$ cat src/adc_pkg.sv
// Shared widths, register map and constants of the ADC control subsystem
// Design files refer to these by scoped names
`default_nettype none

package adc_pkg;

  // Channel count and basic widths
  localparam int NUM_CHANNELS = 8;
  localparam int CHAN_W = 3;
  localparam int WORD_W = 16;
  localparam int SEQ_W = 16;
  localparam int ADDR_W = 16;
  localparam int CMD_W = 32;

  typedef logic [CHAN_W-1:0] chan_t;
  typedef logic [WORD_W-1:0] word_t;
  typedef logic [SEQ_W-1:0] seq_t;
  typedef logic [ADDR_W-1:0] addr_t;
  // Opcode in the upper half, ADC word in the lower half
  typedef logic [CMD_W-1:0] cmd_t;
  typedef logic [3:0] reg_sel_t;

  localparam logic [CMD_W-WORD_W-1:0] CMD_NEW_VALUE = 16'h0001;

  // ------------------------------------------------
  // Register map
  // ------------------------------------------------
  // Channel field of the bus address
  localparam int CHAN_FIELD_LSB = 8;
  localparam int CHAN_FIELD_W = 8;

  localparam reg_sel_t REG_OVERFLOW = 4'h1;
  localparam reg_sel_t REG_DIVIDE = 4'h2;
  localparam reg_sel_t REG_PROGRAM = 4'h4;
  localparam reg_sel_t REG_SAMPLE = 4'h7;
  localparam reg_sel_t REG_SEQUENCE = 4'h8;
  localparam reg_sel_t REG_ID = 4'h9;
  localparam reg_sel_t REG_BUSY = 4'hA;
  localparam reg_sel_t REG_LAST = 4'hB;
  localparam reg_sel_t REG_DROPS = 4'hC;

  localparam word_t ID_VALUE = 16'h0ADC;

  // Serial frame and conversion word tag
  localparam int FRAME_BITS = 16;
  localparam int BIT_CNT_W = $clog2(FRAME_BITS);
  localparam int WORD_CHAN_LSB = 13;

  // Queue depth equals the credits the consumer starts with
  localparam int SAMPLE_CREDITS = 4;
  localparam int CREDIT_W = $clog2(SAMPLE_CREDITS + 1);
  localparam int PTR_W = $clog2(SAMPLE_CREDITS);
  localparam int ENTRY_W = CHAN_W + SEQ_W + WORD_W;

  typedef enum logic [1:0] {
    idle,
    program_frame,
    convert_frame,
    gap
  } frame_state_t;

endpackage

`default_nettype wire
$ cat src/adc_cmd_if.sv
// Command and status link between the register bank and the serial engine
`timescale 1ns/10ps
`default_nettype none

interface adc_cmd_if;

  // Driven by the register bank
  adc_pkg::word_t cmd_word;
  logic cmd_pending;
  adc_pkg::word_t divide;

  // Driven by the serial engine
  logic cmd_taken;
  logic busy;
  adc_pkg::word_t last_cmd;

  modport reg_side (
    output cmd_word,
    output cmd_pending,
    output divide,
    input  cmd_taken,
    input  busy,
    input  last_cmd
  );

  modport engine_side (
    input  cmd_word,
    input  cmd_pending,
    input  divide,
    output cmd_taken,
    output busy,
    output last_cmd
  );

endinterface

`default_nettype wire

$ cat src/adc_control_top.sv
// Top level of the ADC control subsystem with plain bus, stream and ADC ports
`timescale 1ns/10ps
`default_nettype none

module adc_control_top (
  input  logic clk,
  input  logic reset,
  // Register bus
  input  adc_pkg::addr_t addr,
  input  adc_pkg::cmd_t data_in,
  input  logic enable,
  input  logic re,
  input  logic wr,
  output adc_pkg::word_t data_out,
  // Sample stream
  output logic sample_valid,
  output adc_pkg::chan_t sample_chan,
  output logic [adc_pkg::SEQ_W+adc_pkg::WORD_W-1:0] sample_data,
  input  logic sample_credit,
  // ADC pins
  output logic adc_sclk,
  output logic cs,
  output logic adc_din,
  input  logic adc_dout
);

  adc_cmd_if cmd ();

  adc_pkg::word_t [adc_pkg::NUM_CHANNELS-1:0] overflow;
  adc_pkg::chan_t rd_chan;
  adc_pkg::word_t rd_sample;
  adc_pkg::seq_t rd_seq;
  adc_pkg::word_t drops;
  adc_pkg::word_t word;
  logic word_valid;
  logic pub_valid;
  adc_pkg::chan_t pub_chan;
  adc_pkg::seq_t pub_seq;
  adc_pkg::word_t pub_word;

  adc_reg_bank u_reg_bank (
    .clk       (clk),
    .reset     (reset),
    .addr      (addr),
    .data_in   (data_in),
    .enable    (enable),
    .re        (re),
    .wr        (wr),
    .data_out  (data_out),
    .cmd       (cmd.reg_side),
    .overflow  (overflow),
    .rd_chan   (rd_chan),
    .rd_sample (rd_sample),
    .rd_seq    (rd_seq),
    .drops     (drops)
  );

  adc_serial_engine u_serial_engine (
    .clk        (clk),
    .reset      (reset),
    .cmd        (cmd.engine_side),
    .adc_sclk   (adc_sclk),
    .cs         (cs),
    .adc_din    (adc_din),
    .adc_dout   (adc_dout),
    .word       (word),
    .word_valid (word_valid)
  );

  adc_rate_decimator u_rate_decimator (
    .clk        (clk),
    .reset      (reset),
    .word       (word),
    .word_valid (word_valid),
    .overflow   (overflow),
    .rd_chan    (rd_chan),
    .rd_sample  (rd_sample),
    .rd_seq     (rd_seq),
    .pub_valid  (pub_valid),
    .pub_chan   (pub_chan),
    .pub_seq    (pub_seq),
    .pub_word   (pub_word)
  );

  adc_sample_stream u_sample_stream (
    .clk           (clk),
    .reset         (reset),
    .pub_valid     (pub_valid),
    .pub_chan      (pub_chan),
    .pub_seq       (pub_seq),
    .pub_word      (pub_word),
    .sample_valid  (sample_valid),
    .sample_chan   (sample_chan),
    .sample_data   (sample_data),
    .sample_credit (sample_credit),
    .drops         (drops)
  );

endmodule

`default_nettype wire

$ cat src/adc_sample_stream.sv
// Credited sample stream with a small queue and a drop counter
// Each delivered sample spends one credit, each sample_credit pulse returns one
`timescale 1ns/10ps
`default_nettype none

module adc_sample_stream (
  input  logic clk,
  input  logic reset,
  input  logic pub_valid,
  input  adc_pkg::chan_t pub_chan,
  input  adc_pkg::seq_t pub_seq,
  input  adc_pkg::word_t pub_word,
  output logic sample_valid,
  output adc_pkg::chan_t sample_chan,
  output logic [adc_pkg::SEQ_W+adc_pkg::WORD_W-1:0] sample_data,
  input  logic sample_credit,
  output adc_pkg::word_t drops
);

  logic [adc_pkg::ENTRY_W-1:0] queue [adc_pkg::SAMPLE_CREDITS];
  logic [adc_pkg::PTR_W-1:0] wr_ptr;
  logic [adc_pkg::PTR_W-1:0] rd_ptr;
  logic [adc_pkg::CREDIT_W-1:0] count;
  logic [adc_pkg::CREDIT_W-1:0] credits;
  logic full;
  logic push;
  logic pop;

  assign full = (count == adc_pkg::CREDIT_W'(adc_pkg::SAMPLE_CREDITS));
  assign push = pub_valid && !full;
  // Deliver only while the consumer holds a credit
  assign pop = (count != '0) && (credits != '0);

  // ------------------------------------------------
  // Queue pointers, credits and drop count
  // ------------------------------------------------
  always_ff @(posedge clk) begin
    if (reset) begin
      wr_ptr <= '0;
      rd_ptr <= '0;
      count <= '0;
      credits <= adc_pkg::CREDIT_W'(adc_pkg::SAMPLE_CREDITS);
      sample_valid <= 1'b0;
      drops <= '0;
    end else begin
      if (push) begin
        wr_ptr <= wr_ptr + 1'b1;
      end
      if (pop) begin
        rd_ptr <= rd_ptr + 1'b1;
      end
      count <= count + adc_pkg::CREDIT_W'(push) - adc_pkg::CREDIT_W'(pop);
      credits <= credits - adc_pkg::CREDIT_W'(pop) + adc_pkg::CREDIT_W'(sample_credit);
      sample_valid <= pop;
      // Saturates at all ones
      if (pub_valid && full && (drops != '1)) begin
        drops <= drops + 1'b1;
      end
    end
  end

  // Queue storage and outgoing payload
  always_ff @(posedge clk) begin
    if (push) begin
      queue[wr_ptr] <= {pub_chan, pub_seq, pub_word};
    end
    if (pop) begin
      {sample_chan, sample_data} <= queue[rd_ptr];
    end
  end

endmodule

`default_nettype wire

$ cat src/adc_rate_decimator.sv
// Per-channel rate decimator with sequence numbers
// Latest words are published every overflow clocks, lowest channel served first
`timescale 1ns/10ps
`default_nettype none

module adc_rate_decimator (
  input  logic clk,
  input  logic reset,
  input  adc_pkg::word_t word,
  input  logic word_valid,
  input  adc_pkg::word_t [adc_pkg::NUM_CHANNELS-1:0] overflow,
  input  adc_pkg::chan_t rd_chan,
  output adc_pkg::word_t rd_sample,
  output adc_pkg::seq_t rd_seq,
  output logic pub_valid,
  output adc_pkg::chan_t pub_chan,
  output adc_pkg::seq_t pub_seq,
  output adc_pkg::word_t pub_word
);

  adc_pkg::word_t [adc_pkg::NUM_CHANNELS-1:0] hold;
  adc_pkg::word_t [adc_pkg::NUM_CHANNELS-1:0] sample;
  adc_pkg::word_t [adc_pkg::NUM_CHANNELS-1:0] cnt;
  adc_pkg::seq_t [adc_pkg::NUM_CHANNELS-1:0] seq;
  logic [adc_pkg::NUM_CHANNELS-1:0] seen;
  logic [adc_pkg::NUM_CHANNELS-1:0] wrap;
  logic [adc_pkg::NUM_CHANNELS-1:0] fire;
  logic [adc_pkg::NUM_CHANNELS-1:0] req;
  logic [adc_pkg::NUM_CHANNELS-1:0] served;
  adc_pkg::chan_t pick;
  adc_pkg::chan_t tag;

  // Channel tag of the incoming conversion word
  assign tag = word[adc_pkg::WORD_CHAN_LSB +: adc_pkg::CHAN_W];

  always_ff @(posedge clk) begin
    if (word_valid) begin
      hold[tag] <= word;
    end
  end

  // A channel publishes only once a word has arrived for it
  always_ff @(posedge clk) begin
    if (reset) begin
      seen <= '0;
    end else if (word_valid) begin
      seen[tag] <= 1'b1;
    end
  end

  // ------------------------------------------------
  // Interval counters, zero overflow holds a channel off
  // ------------------------------------------------
  for (genvar i = 0; i < adc_pkg::NUM_CHANNELS; i++) begin : g_chan
    assign wrap[i] = (overflow[i] != '0) && (cnt[i] >= overflow[i] - 1'b1);
    assign fire[i] = wrap[i] && seen[i];

    always_ff @(posedge clk) begin
      if (reset) begin
        cnt[i] <= '0;
        seq[i] <= '0;
        sample[i] <= '0;
      end else if (overflow[i] == '0) begin
        cnt[i] <= '0;
      end else if (wrap[i]) begin
        cnt[i] <= '0;
        if (seen[i]) begin
          sample[i] <= hold[i];
          seq[i] <= seq[i] + 1'b1;
        end
      end else begin
        cnt[i] <= cnt[i] + 1'b1;
      end
    end
  end

  assign rd_sample = sample[rd_chan];
  assign rd_seq = seq[rd_chan];

  // ------------------------------------------------
  // Publish arbiter
  // ------------------------------------------------
  always_comb begin
    pick = '0;
    for (int i = adc_pkg::NUM_CHANNELS - 1; i >= 0; i--) begin
      if (req[i]) begin
        pick = adc_pkg::chan_t'(i);
      end
    end
  end

  assign served = (|req) ? (adc_pkg::NUM_CHANNELS'(1) << pick) : '0;

  always_ff @(posedge clk) begin
    if (reset) begin
      req <= '0;
      pub_valid <= 1'b0;
    end else begin
      // A fresh overflow keeps the request even when served now
      req <= (req & ~served) | fire;
      pub_valid <= |req;
    end
  end

  always_ff @(posedge clk) begin
    pub_chan <= pick;
    pub_seq <= seq[pick];
    pub_word <= sample[pick];
  end

endmodule

`default_nettype wire

$ cat src/adc_serial_engine.sv
// Serial clock divider and chip-select frame engine for the ADC
// Runs program frames for pending commands and conversion frames otherwise
`timescale 1ns/10ps
`default_nettype none

module adc_serial_engine (
  input  logic clk,
  input  logic reset,
  adc_cmd_if.engine_side cmd,
  output logic adc_sclk,
  output logic cs,
  output logic adc_din,
  input  logic adc_dout,
  output adc_pkg::word_t word,
  output logic word_valid
);

  adc_pkg::frame_state_t state;
  adc_pkg::word_t div_cnt;
  logic tick;
  logic rise;
  logic fall;
  logic in_frame;
  logic frame_start;
  logic frame_last;
  logic [adc_pkg::BIT_CNT_W-1:0] bit_cnt;
  adc_pkg::word_t shift_reg;

  // ------------------------------------------------
  // Serial clock divider
  // ------------------------------------------------
  // Toggle every divide+1 clocks, also when divide shrinks mid-count
  assign tick = (div_cnt >= cmd.divide);
  assign rise = tick && !adc_sclk;
  assign fall = tick && adc_sclk;

  always_ff @(posedge clk) begin
    if (reset) begin
      div_cnt <= '0;
      adc_sclk <= 1'b0;
    end else if (tick) begin
      div_cnt <= '0;
      adc_sclk <= !adc_sclk;
    end else begin
      div_cnt <= div_cnt + 1'b1;
    end
  end

  // ------------------------------------------------
  // Frame control
  // ------------------------------------------------
  assign in_frame = (state == adc_pkg::program_frame) || (state == adc_pkg::convert_frame);
  // Frames begin and end on falling sclk edges
  assign frame_start = fall && !in_frame;
  assign frame_last = fall && in_frame &&
                      (bit_cnt == adc_pkg::BIT_CNT_W'(adc_pkg::FRAME_BITS - 1));

  assign cmd.cmd_taken = frame_start && cmd.cmd_pending;
  assign cmd.busy = cmd.cmd_pending || (state == adc_pkg::program_frame);

  assign cs = !in_frame;
  // din only carries data inside a program frame
  assign adc_din = (state == adc_pkg::program_frame) && shift_reg[adc_pkg::WORD_W-1];

  always_ff @(posedge clk) begin
    if (reset) begin
      state <= adc_pkg::idle;
      bit_cnt <= '0;
      word_valid <= 1'b0;
      cmd.last_cmd <= '0;
    end else begin
      word_valid <= 1'b0;
      if (frame_start) begin
        // Pending command takes the frame, otherwise convert
        state <= cmd.cmd_pending ? adc_pkg::program_frame : adc_pkg::convert_frame;
        bit_cnt <= '0;
      end else if (frame_last) begin
        // One sclk period of cs high before the next frame
        state <= adc_pkg::gap;
        word_valid <= (state == adc_pkg::convert_frame);
        if (state == adc_pkg::program_frame) begin
          // Sixteen rotations bring the command word back in place
          cmd.last_cmd <= {shift_reg[adc_pkg::WORD_W-2:0], shift_reg[adc_pkg::WORD_W-1]};
        end
      end else if (fall && in_frame) begin
        bit_cnt <= bit_cnt + 1'b1;
      end
    end
  end

  // ------------------------------------------------
  // Shift register, shared by both frame kinds
  // ------------------------------------------------
  always_ff @(posedge clk) begin
    if (frame_start) begin
      shift_reg <= cmd.cmd_word;
    end else if (rise && (state == adc_pkg::convert_frame)) begin
      // dout sampled on the rising edge, MSB first
      shift_reg <= {shift_reg[adc_pkg::WORD_W-2:0], adc_dout};
    end else if (fall && (state == adc_pkg::program_frame)) begin
      // Rotate so the next bit reaches din after the falling edge
      shift_reg <= {shift_reg[adc_pkg::WORD_W-2:0], shift_reg[adc_pkg::WORD_W-1]};
    end
  end

  // Completed conversion word
  always_ff @(posedge clk) begin
    if (frame_last && (state == adc_pkg::convert_frame)) begin
      word <= shift_reg;
    end
  end

endmodule

`default_nettype wire

$ cat src/adc_reg_bank.sv
// Bus decode, configuration registers and read-back mux
// Selector in addr[3:0], channel in addr[15:8]
`timescale 1ns/10ps
`default_nettype none

module adc_reg_bank (
  input  logic clk,
  input  logic reset,
  input  adc_pkg::addr_t addr,
  input  adc_pkg::cmd_t data_in,
  input  logic enable,
  input  logic re,
  input  logic wr,
  output adc_pkg::word_t data_out,
  adc_cmd_if.reg_side cmd,
  output adc_pkg::word_t [adc_pkg::NUM_CHANNELS-1:0] overflow,
  output adc_pkg::chan_t rd_chan,
  input  adc_pkg::word_t rd_sample,
  input  adc_pkg::seq_t rd_seq,
  input  adc_pkg::word_t drops
);

  adc_pkg::reg_sel_t sel;
  logic [adc_pkg::CHAN_FIELD_W-1:0] chan_field;
  logic chan_ok;
  logic wr_en;
  logic rd_en;
  logic prog_wr;
  adc_pkg::word_t rd_data;

  // ------------------------------------------------
  // Address decode
  // ------------------------------------------------
  assign sel = addr[3:0];
  assign chan_field = addr[adc_pkg::CHAN_FIELD_LSB +: adc_pkg::CHAN_FIELD_W];
  // Channels past the last one are not decoded at all
  assign chan_ok = (chan_field < adc_pkg::NUM_CHANNELS);
  assign rd_chan = chan_field[adc_pkg::CHAN_W-1:0];

  assign wr_en = enable && wr && chan_ok;
  assign rd_en = enable && re && chan_ok;

  // Only the new-value opcode starts a program frame
  assign prog_wr = wr_en && (sel == adc_pkg::REG_PROGRAM) &&
                   (data_in[adc_pkg::CMD_W-1:adc_pkg::WORD_W] == adc_pkg::CMD_NEW_VALUE);

  // ------------------------------------------------
  // Configuration and command registers
  // ------------------------------------------------
  always_ff @(posedge clk) begin
    if (reset) begin
      overflow <= '0;
      cmd.divide <= '0;
      cmd.cmd_pending <= 1'b0;
    end else begin
      if (wr_en && (sel == adc_pkg::REG_OVERFLOW)) begin
        overflow[rd_chan] <= data_in[adc_pkg::WORD_W-1:0];
      end
      if (wr_en && (sel == adc_pkg::REG_DIVIDE)) begin
        cmd.divide <= data_in[adc_pkg::WORD_W-1:0];
      end
      // A new write wins over a take in the same cycle
      if (prog_wr) begin
        cmd.cmd_pending <= 1'b1;
      end else if (cmd.cmd_taken) begin
        cmd.cmd_pending <= 1'b0;
      end
    end
  end

  // Pending word, overwritten by a later program write
  always_ff @(posedge clk) begin
    if (prog_wr) begin
      cmd.cmd_word <= data_in[adc_pkg::WORD_W-1:0];
    end
  end

  // ------------------------------------------------
  // Read-back
  // ------------------------------------------------
  always_comb begin
    rd_data = '0;
    case (sel)
      adc_pkg::REG_OVERFLOW: rd_data = overflow[rd_chan];
      adc_pkg::REG_DIVIDE:   rd_data = cmd.divide;
      adc_pkg::REG_SAMPLE:   rd_data = rd_sample;
      adc_pkg::REG_SEQUENCE: rd_data = rd_seq;
      adc_pkg::REG_ID:       rd_data = adc_pkg::ID_VALUE;
      adc_pkg::REG_BUSY:     rd_data = adc_pkg::word_t'(cmd.busy);
      adc_pkg::REG_LAST:     rd_data = cmd.last_cmd;
      adc_pkg::REG_DROPS:    rd_data = drops;
      default:               rd_data = '0;
    endcase
  end

  // Data one cycle after the read strobe, zero otherwise
  always_ff @(posedge clk) begin
    if (reset) begin
      data_out <= '0;
    end else begin
      data_out <= rd_en ? rd_data : '0;
    end
  end

endmodule

`default_nettype wire

$ cat config.mk
export PLATFORM = sky130hd
export DESIGN_NAME = adc_control_top
export DESIGN_NICKNAME = d
export VERILOG_FILES = /design/src/adc_pkg.sv /design/src/adc_cmd_if.sv /design/src/adc_control_top.sv /design/src/adc_sample_stream.sv /design/src/adc_rate_decimator.sv /design/src/adc_serial_engine.sv /design/src/adc_reg_bank.sv
export SDC_FILE = /design/constraint.sdc
export NUM_CORES = 2
export LEC_CHECK = 0
export ABC_AREA = 1
export ABC_CLOCK_PERIOD_IN_PS = 3700
export BUFFER_PORTS_ARGS = -buffer_cell sky130_fd_sc_hd__buf_2
export CAP_MARGIN = 20
export CORE_MARGIN = 1.5
export CORE_UTILIZATION = 25
export CTS_CLUSTER_DIAMETER = 150
export DETAILED_ROUTE_END_ITERATION = 8
export MAX_ROUTING_LAYER = met4
export PLACE_DENSITY = 0.36
export SETUP_SLACK_MARGIN = 0.3
export SYNTH_ARGS = -nofsm -noshare
export SYNTH_HDL_FRONTEND = slang
export SYNTH_HIERARCHICAL = 1
export SYNTH_SLANG_ARGS = --single-unit
$ cat constraint.sdc
create_clock -name clk -period 3.7 [get_ports clk]
set_input_delay 0.185 -clock clk [delete_from_list [all_inputs] [get_ports clk]]
set_output_delay 0.185 -clock clk [all_outputs]
set_load 0.02 [all_outputs]
After elaboration in Yosys (flattened, before gate mapping)
Memory sizes are Yosys's and may differ from the RTL's. A register that Yosys moved wholly into a read port is not among the register bits.
Cells that the tools add are included.
Storage, ports and cells
  flip-flop bits (word level): 840
  RAM bits: 140
  bits of input ports: 55
  output and inout bits: 55
  word-level logic and storage cells: 271
  memories kept: 1
Operators by class
  $add $sub $neg: 33
  order comparisons: 15
  eq/ne operators: 15
  shifts and indexed selects: 1
  multiplexer cells: 38
  bitwise logic cells: 15
  reductions and logical operators: 89
Memories
  u_sample_stream.queue: depth 4, width 35, read ports 1, clocked after Yosys merged registers in 1, write ports 1, line adc_sample_stream.sv:20  | logic [adc_pkg::ENTRY_W-1:0] queue [adc_pkg::SAMPLE_CREDITS];
Operators by type and width (count)
  16-bit by 1-bit adder with 16-bit output (second input constant): 18
  128-bit bitwise mux: 2
  16-bit binary-select mux with 3-bit select: 5
  16-bit two-way mux: 10
  16-bit >= comparator: 9
  16-bit logical NOT: 8
  16-bit one-hot mux with 8 select lines: 1
  16-bit nonzero test: 8
  16-bit by 1-bit subtractor with 16-bit output (second input constant): 8
  16-bit demux with 3-bit select: 2
  1-bit logical AND: 40
  3-bit AND reduction: 9
  3-bit OR reduction: 9
  4-bit equality test (second input constant): 6
  3-bit two-way mux: 8
  16-bit by 1-bit equality test with 1-bit output (second input constant): 1
  16-bit inequality test (second input constant): 1
  8-bit OR: 2
  3-bit by 4-bit less-than comparator with 1-bit output (second input constant): 3
  1-bit inverter: 11
  3-bit nonzero test: 3
  8-bit bitwise AND: 1
  4-bit by 3-bit equality test with 1-bit output (second input constant): 2
  8-bit by 4-bit less-than comparator with 1-bit output (second input constant): 1
  22 further kinds: 38

Longest topological paths before layout
  depth after elaboration: 13
  depth in mapped cells: 21
  gate-level depth less buffers: 19

Cells and area by module
The synthesis kept the hierarchy.
Modules (own cells, without submodules)
  adc_rate_decimator: instances 1, cells an instance 4953, area each 33852.5 um2, seq. area each 12572.1 um2
  adc_reg_bank: instances 1, cells an instance 1311, area each 8894.8 um2, seq. area each 3703.6 um2
  adc_sample_stream: instances 1, cells an instance 590, area each 7744.9 um2, seq. area each 5795.6 um2
  adc_serial_engine: instances 1, cells an instance 394, area each 3434.5 um2, seq. area each 1761.7 um2

Worst setup path before layout
No wires, ideal clock.
  path kind: flip-flop to flip-flop
  from: register u_reg_bank/overflow[50] (netlist bit)
  to: register u_rate_decimator/sample[52] (netlist bit)
  library setup time: 113 ps
  data arrival time: 2644 ps
  required time: 3587 ps
  path slack: 944 ps
  cell stages (with the launch flop): 18
  path buffers: 2
  period minus slack after synthesis: 2756 ps
  cell sequence: dfxtp_1 -> nor3_1 -> nand2_1 -> nor3_1 -> nand3_1 -> xnor2_1 -> inv_1 -> ha_1 -> a21oi_1 -> o21ai_0 -> a21oi_1 -> nand2_1 -> nand3_2 -> buf_6 -> buf_6 -> nand2_1 -> nand2_1 -> nor2_1
Between the ends
  word-level cells in the longest chain between the ends: 4
  elaborated cells on any way between the ends: 7
  those cells by class: add/sub: 1; order compare: 1; bitwise: 1; reduce/logical: 4
Ends and longest elaborated chain
  start, declared: line adc_reg_bank.sv:16  | output adc_pkg::word_t [adc_pkg::NUM_CHANNELS-1:0] overflow,
  start signal, assigned by index: line adc_reg_bank.sv:57  | overflow[rd_chan] <= data_in[adc_pkg::WORD_W-1:0];
  16-bit by 1-bit subtractor with 16-bit output: line adc_rate_decimator.sv:55  | assign wrap[i] = (overflow[i] != '0) && (cnt[i] >= overflow[i] - 1'b1);
  16-bit >= comparator: line adc_rate_decimator.sv:55
  1-bit logical AND: line adc_rate_decimator.sv:55
  3-bit AND reduction (no source line) *
  end signal, assigned by index: line adc_rate_decimator.sv:68  | sample[i] <= hold[i];
  end, declared: line adc_rate_decimator.sv:22  | adc_pkg::word_t [adc_pkg::NUM_CHANNELS-1:0] sample;
Every way passes the cells marked *; elsewhere a longest branch is shown, timed or not.
A chain may end at the register's enable or synchronous reset.

Worst setup path in the final report
  from: register u_reg_bank/overflow[96] (netlist bit)
  to: register u_rate_decimator/seq[98] (netlist bit)
Between the ends
  word-level cells in the longest chain between the ends: 4
  elaborated cells on any way between the ends: 7
  those cells by class: add/sub: 1; order compare: 1; bitwise: 1; reduce/logical: 4
Ends and longest elaborated chain
  16-bit by 1-bit subtractor with 16-bit output: line adc_rate_decimator.sv:55
  16-bit >= comparator: line adc_rate_decimator.sv:55
  1-bit logical AND: line adc_rate_decimator.sv:55
  3-bit AND reduction (no source line) *
  end signal, assigned by index: line adc_rate_decimator.sv:69  | seq[i] <= seq[i] + 1'b1;
  end, declared: line adc_rate_decimator.sv:24  | adc_pkg::seq_t [adc_pkg::NUM_CHANNELS-1:0] seq;
Marks and branches as above.

==> run summary <==
Dpl ws -> 0.331 ns
Reg-to-Reg Start -> u_reg_bank/overflow[96]$_SDFFE_PP0P_
Design Power -> 27.6 mW
CP cell instances -> inv_1 > ha_2 > nand3_2 > nor2_4 > nand3_1 > nor2_1 > xor2_1 > inv_1 > ha_1 > nand2_1 > nor3_1 > nand2_1 > nand2_4 > nand3_4 > clkbuf_16 > nand2_1 > nand2_1 > nor2_1
Combinational share of power -> 9.1%
HP Class -> primary input to flip-flop
Post-synth top area share -> 24.6%
Syn avg cell area -> 7.44 um2
CP dominant cell by count -> nand2_1
TritonRoute pass-1 iters -> 8
MaxCap Viol Count -> 0
DR top layer -> met4
Worst Tran Pin Value -> 0.936 ns
Final setup viols -> 0
Die height -> 467 um
Detail Route Antenna Nets -> 0
CP Class -> flip-flop to flip-flop
Dpl cells -> 10,000
Final worst-path cycle share -> 83.7%
Internal Power -> 20.3 mW
Port bufs -> 105
Switch share -> 26.6%
Maximum number of pins on one net before global-route repair -> 146
Seq/Total Area, Yosys -> 44.2%
Met1 wire length -> 96,700 um
Slew Limit Fails -> 0
NumNets Final -> 7,570
Top_reg_cell synth -> dfxtp_1
Finished Layout Cells -> 10,300
Final hold vios -> 0
Hold Path End -> u_reg_bank/overflow[3]$_SDFFE_PP0P_
Synth top area cells -> dfxtp_1, edfxtp_1, nand2_1
Req. time, crit path -> 4.43 ns
Area grow syn2layout -> 16.9%
Drt initial violations -> 3,439
Synthesized Nets -> 7,484
Pwr/cell area -> 439 mW/mm2
Unrepaired setup endpoints after global routing -> true
Post-Synthesis Cells -> 7,248
DP HPWL -> 136,000 um
P_leak -> 26.2 nW
NetSw -> 7.37 mW
Design Area, Final -> 0.0630 mm2
Synth Cell Area -> 0.0539 mm2
VDD IR max -> 0.475 mV
WL final -> 201,000 um
Layout cell share with drive strength beyond 1 -> 9.08%
Wire per inst -> 19.5 um
RD Place Congestion -> 0.846
Yosys warns -> 6
Routed wl met2 -> 92,300 um
Clk slew on worst S/H paths -> 0.06 ns
DR WL met3 -> 8440 um
Via count -> 47,600
Worst Reg-to-Reg Cells -> 18
Rel. slew slack -> 37.6%
TritonCTS Buffers -> 133
Post-DP Area -> 0.0580 mm2
Vias in the first global route -> 45,300
Final Hold Slack -> 0.109 ns
Initial antenna violation count -> 6
H-tree depth -> 4
Type of destination of the critical path -> flip-flop
HP Start -> wr
Total GRT Usage -> 18.3%
CTS tree -> yes
Final global-route overflow total -> 0
Status -> finished, final reports clean
FF+latch count, synth -> 1,015
Synth async-reset ratio -> 0%
Critical Path Start Type -> flip-flop
Initial core utilization -> 25.2%
Width of the die -> 467 um
Die Area -> 0.219 mm2
Area leader, netlist -> dfxtp_1
CP max-delay cell -> dfxtp_1
Largest register FFs -> 140
Sequential group share of total power -> 43.4%
Clock skew -> 0.0456 ns
Distinct cells, synth -> 53
Core area -> 0.214 mm2
Reg2reg setup slack -> 0.60 ns
Clock period minus worst slack -> 3.10 ns
Total I/O pin count -> 110
First-pass GRT wire length -> 294,000 um
Root Driver -> clkbuf_16
Fmax -> 323 MHz
Clock latency at the later pin of the worst-skew pair -> 0.81 ns
Final Util -> 29.4%
Reg with most FFs -> u_sample_stream/queue
CTS sink cnt -> 1,015
Vias per cell -> 4.64
Critical Path AT -> 3.83 ns
Deepest clock path buffer count -> 3
Setup TNS -> 0 ns
DRC Markers -> 0
Slowest Stage Delay on Critical Path -> 0.37 ns
Row cnt -> 170
Crit Path Max Fanout -> 20
Hold depth -> 6
Clock power share -> 47.4%
Post-synth EDFFs -> 351
Crit Reg-Reg Endpoint -> u_rate_decimator/seq[98]$_SDFFE_PP0P_
Setup ws final -> 0.602 ns
timing repair:
item	4_1_cts	5_1_grt
setup buffers	2	4
cloned	0	6
endpoints found under the setup margin	2	274
gates resized for setup	0	39
hold endpoints to repair	169	0
pin swaps	0	7
hold buffers	22	0
cells in the mapped netlist, drive strengths merged (11+ instances only):
library cell	count
nand4	315
xnor2	80
a221oi	32
dfxtp	664
nor3b	11
nand3	528
ha	179
nor3	194
o21ai	239
o22ai	35
or2	16
nor4	20
nand2	1804
nor2	1095
clkbuf	160
inv	759
buf	210
a31oi	36
nand3b	11
xor2	115
a21oi	381
edfxtp	351
final cells by class:
class | instances | area [um2]
antenna | 3 | 7.51
clock buffer | 194 | 3880
clock inverter | 42 | 503
fill | 23300 | 151000
inverter | 762 | 2880
multi-input combinational | 5101 | 25700
sequential | 1015 | 23800
tap | 2838 | 3550
timing repair buffer | 321 | 2720
worst max-delay path: cells and delay by family, from the launching register on:
kind / cells / cell delay [ns]
AND/OR/NAND/NOR: 12 / 1.50
XOR/XNOR: 1 / 0.16
adder cells (fa/ha/maj): 2 / 0.50
buffers and inverters: 3 / 0.48
flip-flops: 1 / 0.37
power by group through the flow:
stage / clock [mW] / combinational [mW] / sequential, mW
6_report: 13.1 / 2.52 / 12.0
5_1_grt: 14.0 / 2.78 / 12.0
4_1_cts: 13.6 / 2.60 / 12.0
3_5_place_dp: 0 / 2.57 / 12.3
3_3_place_gp: 0 / 2.55 / 12.2
2_1_floorplan: 0 / 1.22 / 12.5
worst max-delay path by stage:
stage                                          startpoint                                         to  slack, ns  depth (start not counted)
floorplan            u_reg_bank/overflow[50]$_SDFFE_PP0P_   u_rate_decimator/sample[52]$_SDFFE_PP0P_       0.94                         17
global placement                                  addr[8]         u_reg_bank/data_out[15]$_SDFF_PP0_       0.35                         10
detailed placement   u_reg_bank/overflow[81]$_SDFFE_PP0P_   u_rate_decimator/sample[82]$_SDFFE_PP0P_       0.33                         17
CTS                  u_reg_bank/overflow[81]$_SDFFE_PP0P_      u_rate_decimator/seq[80]$_SDFFE_PP0P_       0.31                         17
global route        u_reg_bank/overflow[112]$_SDFFE_PP0P_  u_rate_decimator/sample[113]$_SDFFE_PP0P_       0.25                         17
finish               u_reg_bank/overflow[96]$_SDFFE_PP0P_      u_rate_decimator/seq[98]$_SDFFE_PP0P_       0.60                         18
logic make-up after synthesis:
family / share of synthesized area [%]
simple gates: 32.5
flops: 44.2
xor+xnor: 3.17
buf+inv: 8.70
compound gates: 7.19
fa+ha+maj: 4.23
per-layer routing:
| layer | track usage, % | vias up |
|---|---|---|
| met3 | 2.63 | 190 |
| met4 | 3.71 | 0 |
| li1 | - | 23900 |
| met1 | 24.7 | 22600 |
| met5 | - | - |
| met2 | 28.9 | 926 |
placed cells by master (no fill, tap or decap), drive strengths merged, types with 30 or more instances in the layout:
cell    netlist  final
nand2      1804   1804
nor2       1095   1095
inv         759    767
dfxtp       664    664
nand3       528    528
a21oi       381    381
edfxtp      351    351
nand4       315    315
buf         210    291
o21ai       239    239
clkbuf      160    202
nor3        194    194
ha          179    179
xor2        115    115
xnor2        80     80
a31oi        36     36
o22ai        35     35
a221oi       32     32
clkinv        3     30
Note: power is estimated with default switching activity, not from simulation.
